$ cat src/design/aud_pkg.sv
package aud_pkg;

	// sample and memory geometry
	localparam int SAMPLE_W  = 16;
	localparam int ADDR_W    = 10;
	localparam int RAM_DEPTH = 1024;

	// speed factor, legal 1 to 8, zero is taken as 1
	localparam int SPEED_W = 4;

	// bit clocks per half frame of the left/right clock
	localparam int LRCK_HALF = 20;
	// counter width for one half frame
	localparam int CNT_W = $clog2(LRCK_HALF);

	// playback modes
	typedef enum logic [1:0] {
		MODE_FAST        = 2'd0,
		// each source sample repeated
		MODE_SLOW_HOLD   = 2'd1,
		// straight line between neighbours
		MODE_SLOW_LINEAR = 2'd2
	} play_mode_t;

	// playback processor states
	typedef enum logic [2:0] {
		S_IDLE    = 3'd0,
		// address of first (or only) sample on the bus
		S_FETCH_A = 3'd1,
		// first sample back, second address on the bus
		S_FETCH_B = 3'd2,
		// second sample capture, then output value
		S_CALC    = 3'd3,
		// waiting for the serializer
		S_SEND    = 3'd4
	} dsp_state_t;

endpackage

$ cat src/design/aud_dsp.sv
module aud_dsp (
	input  logic                         i_clk,
	input  logic                         i_rst_n,
	input  logic                         i_start,
	input  logic                         i_stop,
	input  logic                         i_pause,
	input  aud_pkg::play_mode_t          i_mode,
	input  logic [aud_pkg::SPEED_W-1:0]  i_speed,
	input  logic [aud_pkg::ADDR_W:0]     i_record_len,
	output logic [aud_pkg::ADDR_W-1:0]   o_rd_addr,
	input  logic [aud_pkg::SAMPLE_W-1:0] i_rd_data,
	output logic                         o_play_req,
	output logic [aud_pkg::SAMPLE_W-1:0] o_play_data,
	input  logic                         i_sent_done,
	output logic                         o_finish
);

	import aud_pkg::*;

	// control state
	dsp_state_t          state_r, state_w;
	play_mode_t          mode_r, mode_w;
	logic [SPEED_W-1:0]  speed_r, speed_w;
	logic [ADDR_W:0]     len_r, len_w;
	logic [ADDR_W:0]     pos_r, pos_w;
	logic [SPEED_W-1:0]  sub_r, sub_w;
	logic                final_r, final_w;
	logic                phase_r, phase_w;
	logic                req_r, req_w;
	logic                finish_r, finish_w;
	logic                start_r;

	// payload
	logic signed [SAMPLE_W-1:0] a_r, a_w;
	logic signed [SAMPLE_W-1:0] b_r, b_w;
	logic signed [SAMPLE_W-1:0] data_r, data_w;

	logic                       start_edge;
	logic                       single;
	logic                       sub_last;
	logic signed [SAMPLE_W:0]   diff;
	logic signed [SAMPLE_W:0]   step;
	logic signed [SAMPLE_W-1:0] acc_next;

	assign start_edge = i_start && !start_r;

	// fast mode and the closing sample of slow play need one read only
	assign single   = (mode_r == MODE_FAST) || final_r;
	assign sub_last = (sub_r == speed_r - SPEED_W'(1));

	// second read goes to the neighbour of the current position
	assign o_rd_addr = (state_r == S_FETCH_B) ? pos_r[ADDR_W-1:0] + ADDR_W'(1)
	                                          : pos_r[ADDR_W-1:0];

	// interpolation step, truncated toward zero
	assign diff     = b_r - a_r;
	assign step     = diff / $signed({1'b0, speed_r});
	// stays between a and b, so 16 bits are enough
	assign acc_next = data_r + $signed(step[SAMPLE_W-1:0]);

	assign o_play_req  = req_r;
	assign o_play_data = data_r;
	assign o_finish    = finish_r;

	always_comb begin
		state_w  = state_r;
		mode_w   = mode_r;
		speed_w  = speed_r;
		len_w    = len_r;
		pos_w    = pos_r;
		sub_w    = sub_r;
		final_w  = final_r;
		phase_w  = phase_r;
		req_w    = req_r;
		finish_w = 1'b0;
		a_w      = a_r;
		b_w      = b_r;
		data_w   = data_r;

		case (state_r)
			S_IDLE: begin
				req_w = 1'b0;
				if (start_edge) begin
					mode_w  = i_mode;
					speed_w = (i_speed == '0) ? SPEED_W'(1) : i_speed;
					len_w   = i_record_len;
					pos_w   = '0;
					sub_w   = '0;
					phase_w = 1'b0;
					// a one-sample recording goes straight to the closing sample
					final_w = (i_record_len == (ADDR_W+1)'(1));
					if (i_record_len == '0) begin
						finish_w = 1'b1;
					end else begin
						state_w = S_FETCH_A;
					end
				end
			end

			S_FETCH_A: begin
				state_w = S_FETCH_B;
			end

			S_FETCH_B: begin
				if (single) begin
					data_w  = $signed(i_rd_data);
					req_w   = !i_pause;
					state_w = S_SEND;
				end else begin
					a_w     = $signed(i_rd_data);
					phase_w = 1'b0;
					state_w = S_CALC;
				end
			end

			S_CALC: begin
				if (!phase_r) begin
					b_w     = $signed(i_rd_data);
					phase_w = 1'b1;
				end else begin
					// first output of a pair is always the left sample
					if (sub_r == '0 || mode_r != MODE_SLOW_LINEAR) begin
						data_w = a_r;
					end else begin
						data_w = acc_next;
					end
					req_w   = !i_pause;
					state_w = S_SEND;
				end
			end

			S_SEND: begin
				if (!req_r) begin
					// held back by pause, data already valid
					req_w = !i_pause;
				end else if (i_sent_done) begin
					req_w = 1'b0;
					if (mode_r == MODE_FAST) begin
						if (pos_r + speed_r < len_r) begin
							pos_w   = pos_r + speed_r;
							state_w = S_FETCH_A;
						end else begin
							finish_w = 1'b1;
							state_w  = S_IDLE;
						end
					end else if (final_r) begin
						finish_w = 1'b1;
						state_w  = S_IDLE;
					end else if (!sub_last) begin
						// next output of the same pair, no new reads
						sub_w   = sub_r + SPEED_W'(1);
						phase_w = 1'b1;
						state_w = S_CALC;
					end else begin
						pos_w   = pos_r + (ADDR_W+1)'(1);
						sub_w   = '0;
						final_w = (pos_r + (ADDR_W+1)'(2) == len_r);
						state_w = S_FETCH_A;
					end
				end
			end

			default: begin
				req_w   = 1'b0;
				state_w = S_IDLE;
			end
		endcase

		// stop wins over everything while playing
		if (i_stop && state_r != S_IDLE) begin
			req_w    = 1'b0;
			finish_w = 1'b1;
			state_w  = S_IDLE;
		end
	end

	always_ff @(posedge i_clk or posedge i_rst_n) begin
		if (i_rst_n) begin
			state_r  <= S_IDLE;
			mode_r   <= MODE_FAST;
			speed_r  <= SPEED_W'(1);
			len_r    <= '0;
			pos_r    <= '0;
			sub_r    <= '0;
			final_r  <= 1'b0;
			phase_r  <= 1'b0;
			req_r    <= 1'b0;
			finish_r <= 1'b0;
			start_r  <= 1'b0;
		end else begin
			state_r  <= state_w;
			mode_r   <= mode_w;
			speed_r  <= speed_w;
			len_r    <= len_w;
			pos_r    <= pos_w;
			sub_r    <= sub_w;
			final_r  <= final_w;
			phase_r  <= phase_w;
			req_r    <= req_w;
			finish_r <= finish_w;
			start_r  <= i_start;
		end
	end

	always_ff @(posedge i_clk) begin
		a_r    <= a_w;
		b_r    <= b_w;
		data_r <= data_w;
	end

endmodule

$ cat config.mk
export PLATFORM = sky130hd
export DESIGN_NAME = aud_dsp
export DESIGN_NICKNAME = d
export VERILOG_FILES = /design/src/design/aud_pkg.sv /design/src/design/aud_dsp.sv
export SDC_FILE = /design/constraint.sdc
export NUM_CORES = 1
export LEC_CHECK = 0
export BUFFER_PORTS_ARGS = -buffer_cell sky130_fd_sc_hd__buf_2
export CAP_MARGIN = 15
export CORE_ASPECT_RATIO = 0.9
export CORE_MARGIN = 2
export CORE_UTILIZATION = 60
export CTS_BUF_LIST = sky130_fd_sc_hd__clkbuf_8 sky130_fd_sc_hd__clkbuf_16
export CTS_CLUSTER_SIZE = 28
export DETAILED_ROUTE_END_ITERATION = 12
export GPL_TIMING_DRIVEN = 1
export PLACE_DENSITY = 0.81
export SLEW_MARGIN = 5
export SYNTH_ARGS = -nofsm -noshare
export SYNTH_HDL_FRONTEND = slang
export SYNTH_SLANG_ARGS = --single-unit
export TNS_END_PERCENT = 10
$ cat constraint.sdc
create_clock -name i_clk -period 68.1 [get_ports i_clk]
set_input_delay 13.62 -clock i_clk [delete_from_list [all_inputs] [get_ports i_clk]]
set_output_delay 13.62 -clock i_clk [all_outputs]
set_load 0.05 [all_outputs]
Word level (Yosys, flattened, before mapping)
Index checks and enable logic that the tools add are counted.
{"block": "op_classes", "n_shift": 0, "n_div": 1, "n_mux": 63, "n_reduce_logical": 25, "n_addsub": 8, "eq_ne": 27, "n_mul": 0, "bitwise": 2, "order_cmp": 1}
{"operator": "11-bit 2-to-1 mux", "n": 7}
{"operator": "16-bit 2-to-1 mux", "n": 3}
{"operator": "16-bit one-hot mux with 2 select lines", "n": 1}
{"operator": "4-bit 2-to-1 mux", "n": 7}
{"operator": "1-bit 2-to-1 mux", "n": 27}
{"operator": "3-bit 2-to-1 mux", "n": 8}
{"operator": "3-bit inequality test, second input constant", "n": 8}
{"operator": "2-bit inequality test, second input constant", "n": 11}
{"operator": "11-bit one-hot mux with 2 select lines", "n": 1}
{"operator": "17-bit by 5-bit divider with 17-bit output", "n": 1}
{"operator": "16-bit by 16-bit subtractor with 17-bit output", "n": 1}
{"operator": "16-bit adder", "n": 1}
{"operator": "3-bit one-hot mux with 5 select lines", "n": 1}
{"operator": "11-bit by 1-bit adder with 11-bit output, second input constant", "n": 1}
{"operator": "11-bit by 2-bit adder with 11-bit output, second input constant", "n": 1}
{"operator": "11-bit by 4-bit adder with 11-bit output", "n": 1}
{"operator": "11-bit by 1-bit == test with 1-bit output, second input constant", "n": 1}
{"operator": "11-bit == test", "n": 1}
{"operator": "11-bit logical NOT", "n": 1}
{"operator": "11-bit less-than comparator", "n": 1}
{"operator": "10-bit by 1-bit adder with 10-bit output, second input constant", "n": 1}
{"operator": "10-bit 2-to-1 mux", "n": 1}
{"operator": "5-bit AND reduction", "n": 2}
{"operator": "4-bit logical NOT", "n": 2}
{"operator": "25 further kinds", "n": 37}
{"block": "word_totals", "rom_bits": 0, "out_inout_bits": 28, "ff_bits": 88, "input_bits": 39, "n_memories": 0, "ram_bits": 0, "latchBits": 0, "wordCells": 141}

Logic depth before layout (Yosys ltp)
{"block": "depth", "depth_word": 9, "depth_mapped": 183, "ltp_nobuf": 174}

Worst setup path after synthesis
OpenSTA, ideal clock, no wires.
{"block": "synth_path", "path_type": "reg2reg", "from": "reg a_r[0]", "to": "reg data_r[15], in the netlist o_play_data[15] (data pin)", "arrival_time_ps": 34766, "period_less_slack_ps": 35049, "path_stages_with_launch": 175, "required_ps": 67817, "setup_ps": 283, "n_path_buf": 9, "slack_ps": 33051, "cell_sequence": "edfxtp_1 ha_1 fa_1 nor2b_1 o22ai_1 xnor2_1 or3_1 nor4b_1 and4_1 buf_2 nand2_1 inv_1 ha_1 and2_1 a21oi_1 ha_1 o21ai_0 a21boi_0 [... 139 more ...] ha_1 a21o_1 a21o_1 a21o_1 a21oi_1 o21bai_1 a21oi_1 o21bai_1 a21oi_1 o21bai_1 a21oi_1 o21bai_1 a21oi_1 o21bai_1 a21oi_1 xnor2_1 xnor2_1 a311oi_1"}
{"block": "synth_via", "elab_chain_len": 6}
{"element": "start: declaration", "line": "aud_dsp.sv:34", "source": "logic signed [SAMPLE_W-1:0] a_r, a_w;"}
{"element": "start signal: assignment", "line": "aud_dsp.sv:206", "source": "a_r <= a_w;"}
{"element": "16-bit by 16-bit subtractor with 17-bit output", "line": "aud_dsp.sv:56", "source": "assign diff = b_r - a_r;"}
{"element": "17-bit by 5-bit divider with 17-bit output", "line": "aud_dsp.sv:57", "source": "assign step = diff / $signed({1'b0, speed_r});"}
{"element": "16-bit adder", "line": "aud_dsp.sv:59", "source": "assign acc_next = data_r + $signed(step[SAMPLE_W-1:0]);"}
{"element": "16-bit 2-to-1 mux", "line": "aud_dsp.sv:122", "source": "if (sub_r == '0 || mode_r != MODE_SLOW_LINEAR) begin"}
{"element": "16-bit 2-to-1 mux", "line": "aud_dsp.sv:117", "source": "if (!phase_r) begin"}
{"element": "16-bit one-hot mux with 2 select lines", "line": "aud_dsp.sv:80", "source": "case (state_r)"}
{"element": "net data_w[15]", "line": "aud_dsp.sv:36", "source": "logic signed [SAMPLE_W-1:0] data_r, data_w;"}
{"element": "end signal: assignment", "line": "aud_dsp.sv:208", "source": "data_r <= data_w;"}
{"element": "end: declaration", "line": "aud_dsp.sv:36"}
The timed path passes the listed nets, and every way through them passes these cells. The select of a mux whose other input is x is not followed.
A chain may end at the register's enable or synchronous reset.

Worst setup path after layout
Ends and elaborated chain as after synthesis.

==> results by group <==
Placed design
  • Hpwl dp: 25200 µm
  • # placed instances: 1821
  • Port Buffers: 66
  • Gpl congestion: 1.03

Floorplan
  • Top-Level Pins: 67
  • Initial Util: 60.9%
  • Horiz. Die Dim: between 150 and 200 µm
  • Full die area: 21400 µm²
  • Row count: 49
  • Core footprint: 19900 µm²
  • Chip height: ~140 µm

Global routing
  • Vias in the first global route: 10988
  • Initial antenna violation count: 0
  • Pin count of the biggest net entering global routing: 41
  • Total GRT Usage: 30.1%
  • Global route total overflow: 0
  • First-pass GRT wire length: ~54000 µm

Timing
  • Fmax: 0.0244 GHz
  • Clk_skew: 0.0112 ns
  • Worst hold slack: about 0.53 ns
  • Final min period: 41.04 ns
  • Setup TNS: 0 ns
  • Final Slew Violations: 0
  • Worst Max-Slew Pin Slew: 1.05 ns
  • Unrepaired setup endpoints after global routing: no
  • Slew HR: 29.4%
  • Final setup fails: 0
  • Final period util: 60.3%
  • Final Hold Vio Count: 0

Critical path
  • Worst path arrival time: 41.20 ns
  • Critical-path cell with the highest stage delay: a21oi_1
  • Worst path max stage delay: around 0.71 ns
  • CP Data Required Time: slightly below 70 ns
  • WS Path Type: reg2reg
  • Crit path capture type: flop
  • CP Launch Type: flop
  • Max FO, Critical Path: 11

Logic synthesis
  • Post-synth EDFFs: 48
  • Synth Cell Area: 12100 µm²
  • Seq cells post-synth: 88
  • Post-Syn Instances: 1545
  • Library cells used by synthesis: 102
  • Sequential fraction of the synthesis area: 20.1%
  • Post-Syn Nets: 1702
  • Mean area per synthesized cell: 7.86 µm²
  • Post-synth top flop: edfxtp_1
  • Yosys warning count: 0
  • Fraction of registers with async set/reset: a little under half

Clocking
  • # Post-CTS Setup Buffers: 0
  • Cts bufs inserted: 9
  • CTS sink cnt: 88
  • Max Root-Sink Buffers: 2
  • Root Buffer: clkbuf_16
  • Cts hold-fix bufs: 0
  • CTS tree: built
  • Clock transition at path regs: approximately 0.070 ns
  • Clock latency on the worst-skew pair: ~0.35 ns
  • H-tree levels: 3
  • Post-CTS resize count: 0

Drt
  • DRT Wirelength: between 30000 and 40000 µm
  • Via/cell ratio: 6.54
  • DRT antenna net count: 0
  • Pre-antenna DRT Iters: 5
  • DR iter-0 viols: between 1000 and 1500
  • Vias: 12012
  • Routed len/inst: approximately 18 µm
  • DRC viols: 0

Cells and area
  • FF/Latch Area: 2440 µm²
  • Layout cells sized above 1: 9.99%
  • Multi-input logic area: between 9000 and 10000 µm²
  • Antenna cells: 0
  • Nets: between 1500 and 2000
  • Area grow syn2layout: 6.38%
  • Fill cells: 1661
  • Non-filler cells, final: between 1500 and 2000

Min path
  • Hold WC Path Type: reg2reg

Run status
  • Status: finished, final reports clean

Run
  • Max cap viols: 0
-- cells in the mapped netlist (all sizes together) (38+ instances only) --
master	count	share of area, %
nand2	157	4.9
nand3	58	2.5
ha	115	12
nor2	112	3.5
o21ai	130	5.4
xnor2	84	6.1
xor2	38	2.7
nor3	64	2.8
edfxtp	48	12
inv	72	2.2
a21oi	93	3.8
clkbuf	41	1.3
dfrtp	39	8.0
-- sequential cells by signal (all words and copies together) (netlist names) --
| register | cells |
|---|---|
| speed_r | 4 |
| final_r | 1 |
| start_r | 1 |
| o_finish | 1 |
| len_r | 11 |
| b_r | 16 |
| phase_r | 1 |
| a_r | 16 |
| pos_r | 11 |
| state_r | 3 |
| sub_r | 4 |
| o_play_req | 1 |
| mode_r | 2 |
| o_play_data | 16 |
-- cell families after synthesis --
kind of cell               synth area share [%]
and+or+nand+nor                            24.6
AOI/OAI and AO/OA                          25.8
xor gates and xnor gates                   8.80
muxes                                      4.15
DFF                                        20.1
adders and majority gates                  12.3
buffers and inverters                      4.21
-- path summary, 6_finish.rpt --
path / cells past startpoint / start / slack, ns / to
worst max-delay path: 166 / a_r[0] / 27.06 / o_play_data[15]
worst min register to register: 2 / mode_r[0] / 0.53 / mode_r[0]
worst max register to register: 166 / a_r[0] / 27.06 / o_play_data[15]
worst min-delay path: 2 / mode_r[0] / 0.53 / mode_r[0]
max in group asynchronous: 3 / i_rst_n / 54.34 / speed_r[0]
min in group asynchronous: 3 / i_rst_n / 13.39 / state_r[2]
-- through the flow --
step | area, µm² | setup slack (ns) | utilization [%]
finish | 12900 | 27.06 | 64.8
floorplan | 12100 | 33.05 | -
global route | 12900 | 23.60 | 64.8
detailed placement | 12600 | 27.81 | 63.4
CTS | 12900 | 27.60 | 64.8
global placement | 12600 | 29.60 | 63.4
-- worst max-delay path: cells and delay by family (launching register included) --
| family | cells | cell delay [ns] |
|---|---|---|
| mux | 6 | 1.92 |
| flops | 1 | 0.39 |
| compound gates | 83 | 17.65 |
| buf+inv | 3 | 0.24 |
| xor+xnor | 3 | 0.45 |
| simple gates | 50 | 14.15 |
| fa+ha+maj | 21 | 6.04 |
-- cell usage in the layout, fill, tap and decap left out, drive strengths merged, types with 24 or more instances in the layout --
master / instances
mux2i: 29
nor3: 64
edfxtp: 48
nand3: 58
xnor2: 84
nand2: 157
a21oi: 93
o21ai: 130
nor2: 112
dfrtp: 39
inv: 77
nand2b: 32
xor2: 38
buf: 75
a21o: 24
ha: 115
o21a: 29
-- layer usage --
metal / track usage (%) / vias up / wire (µm)
li1: - / 5832 / -
met5: 0 / - / 0
met2: 47.0 / 488 / 14100
met1: 43.8 / 5645 / 15400
met4: 7.82 / 0 / 601
met3: 4.38 / 47 / 2300
-- final cells by class --
type                       count  area share (%)
multi-input combinational   1331            71.3
sequential                    88            18.9
timing repair buffer          75            3.08
tap                          255            2.47
inverter                      72            2.09
clock buffer                   9            1.74
clock inverter                 7           0.417
Power is not shown: default switching activity piles up to over one toggle a cycle in this logic, so the estimate is an artifact.
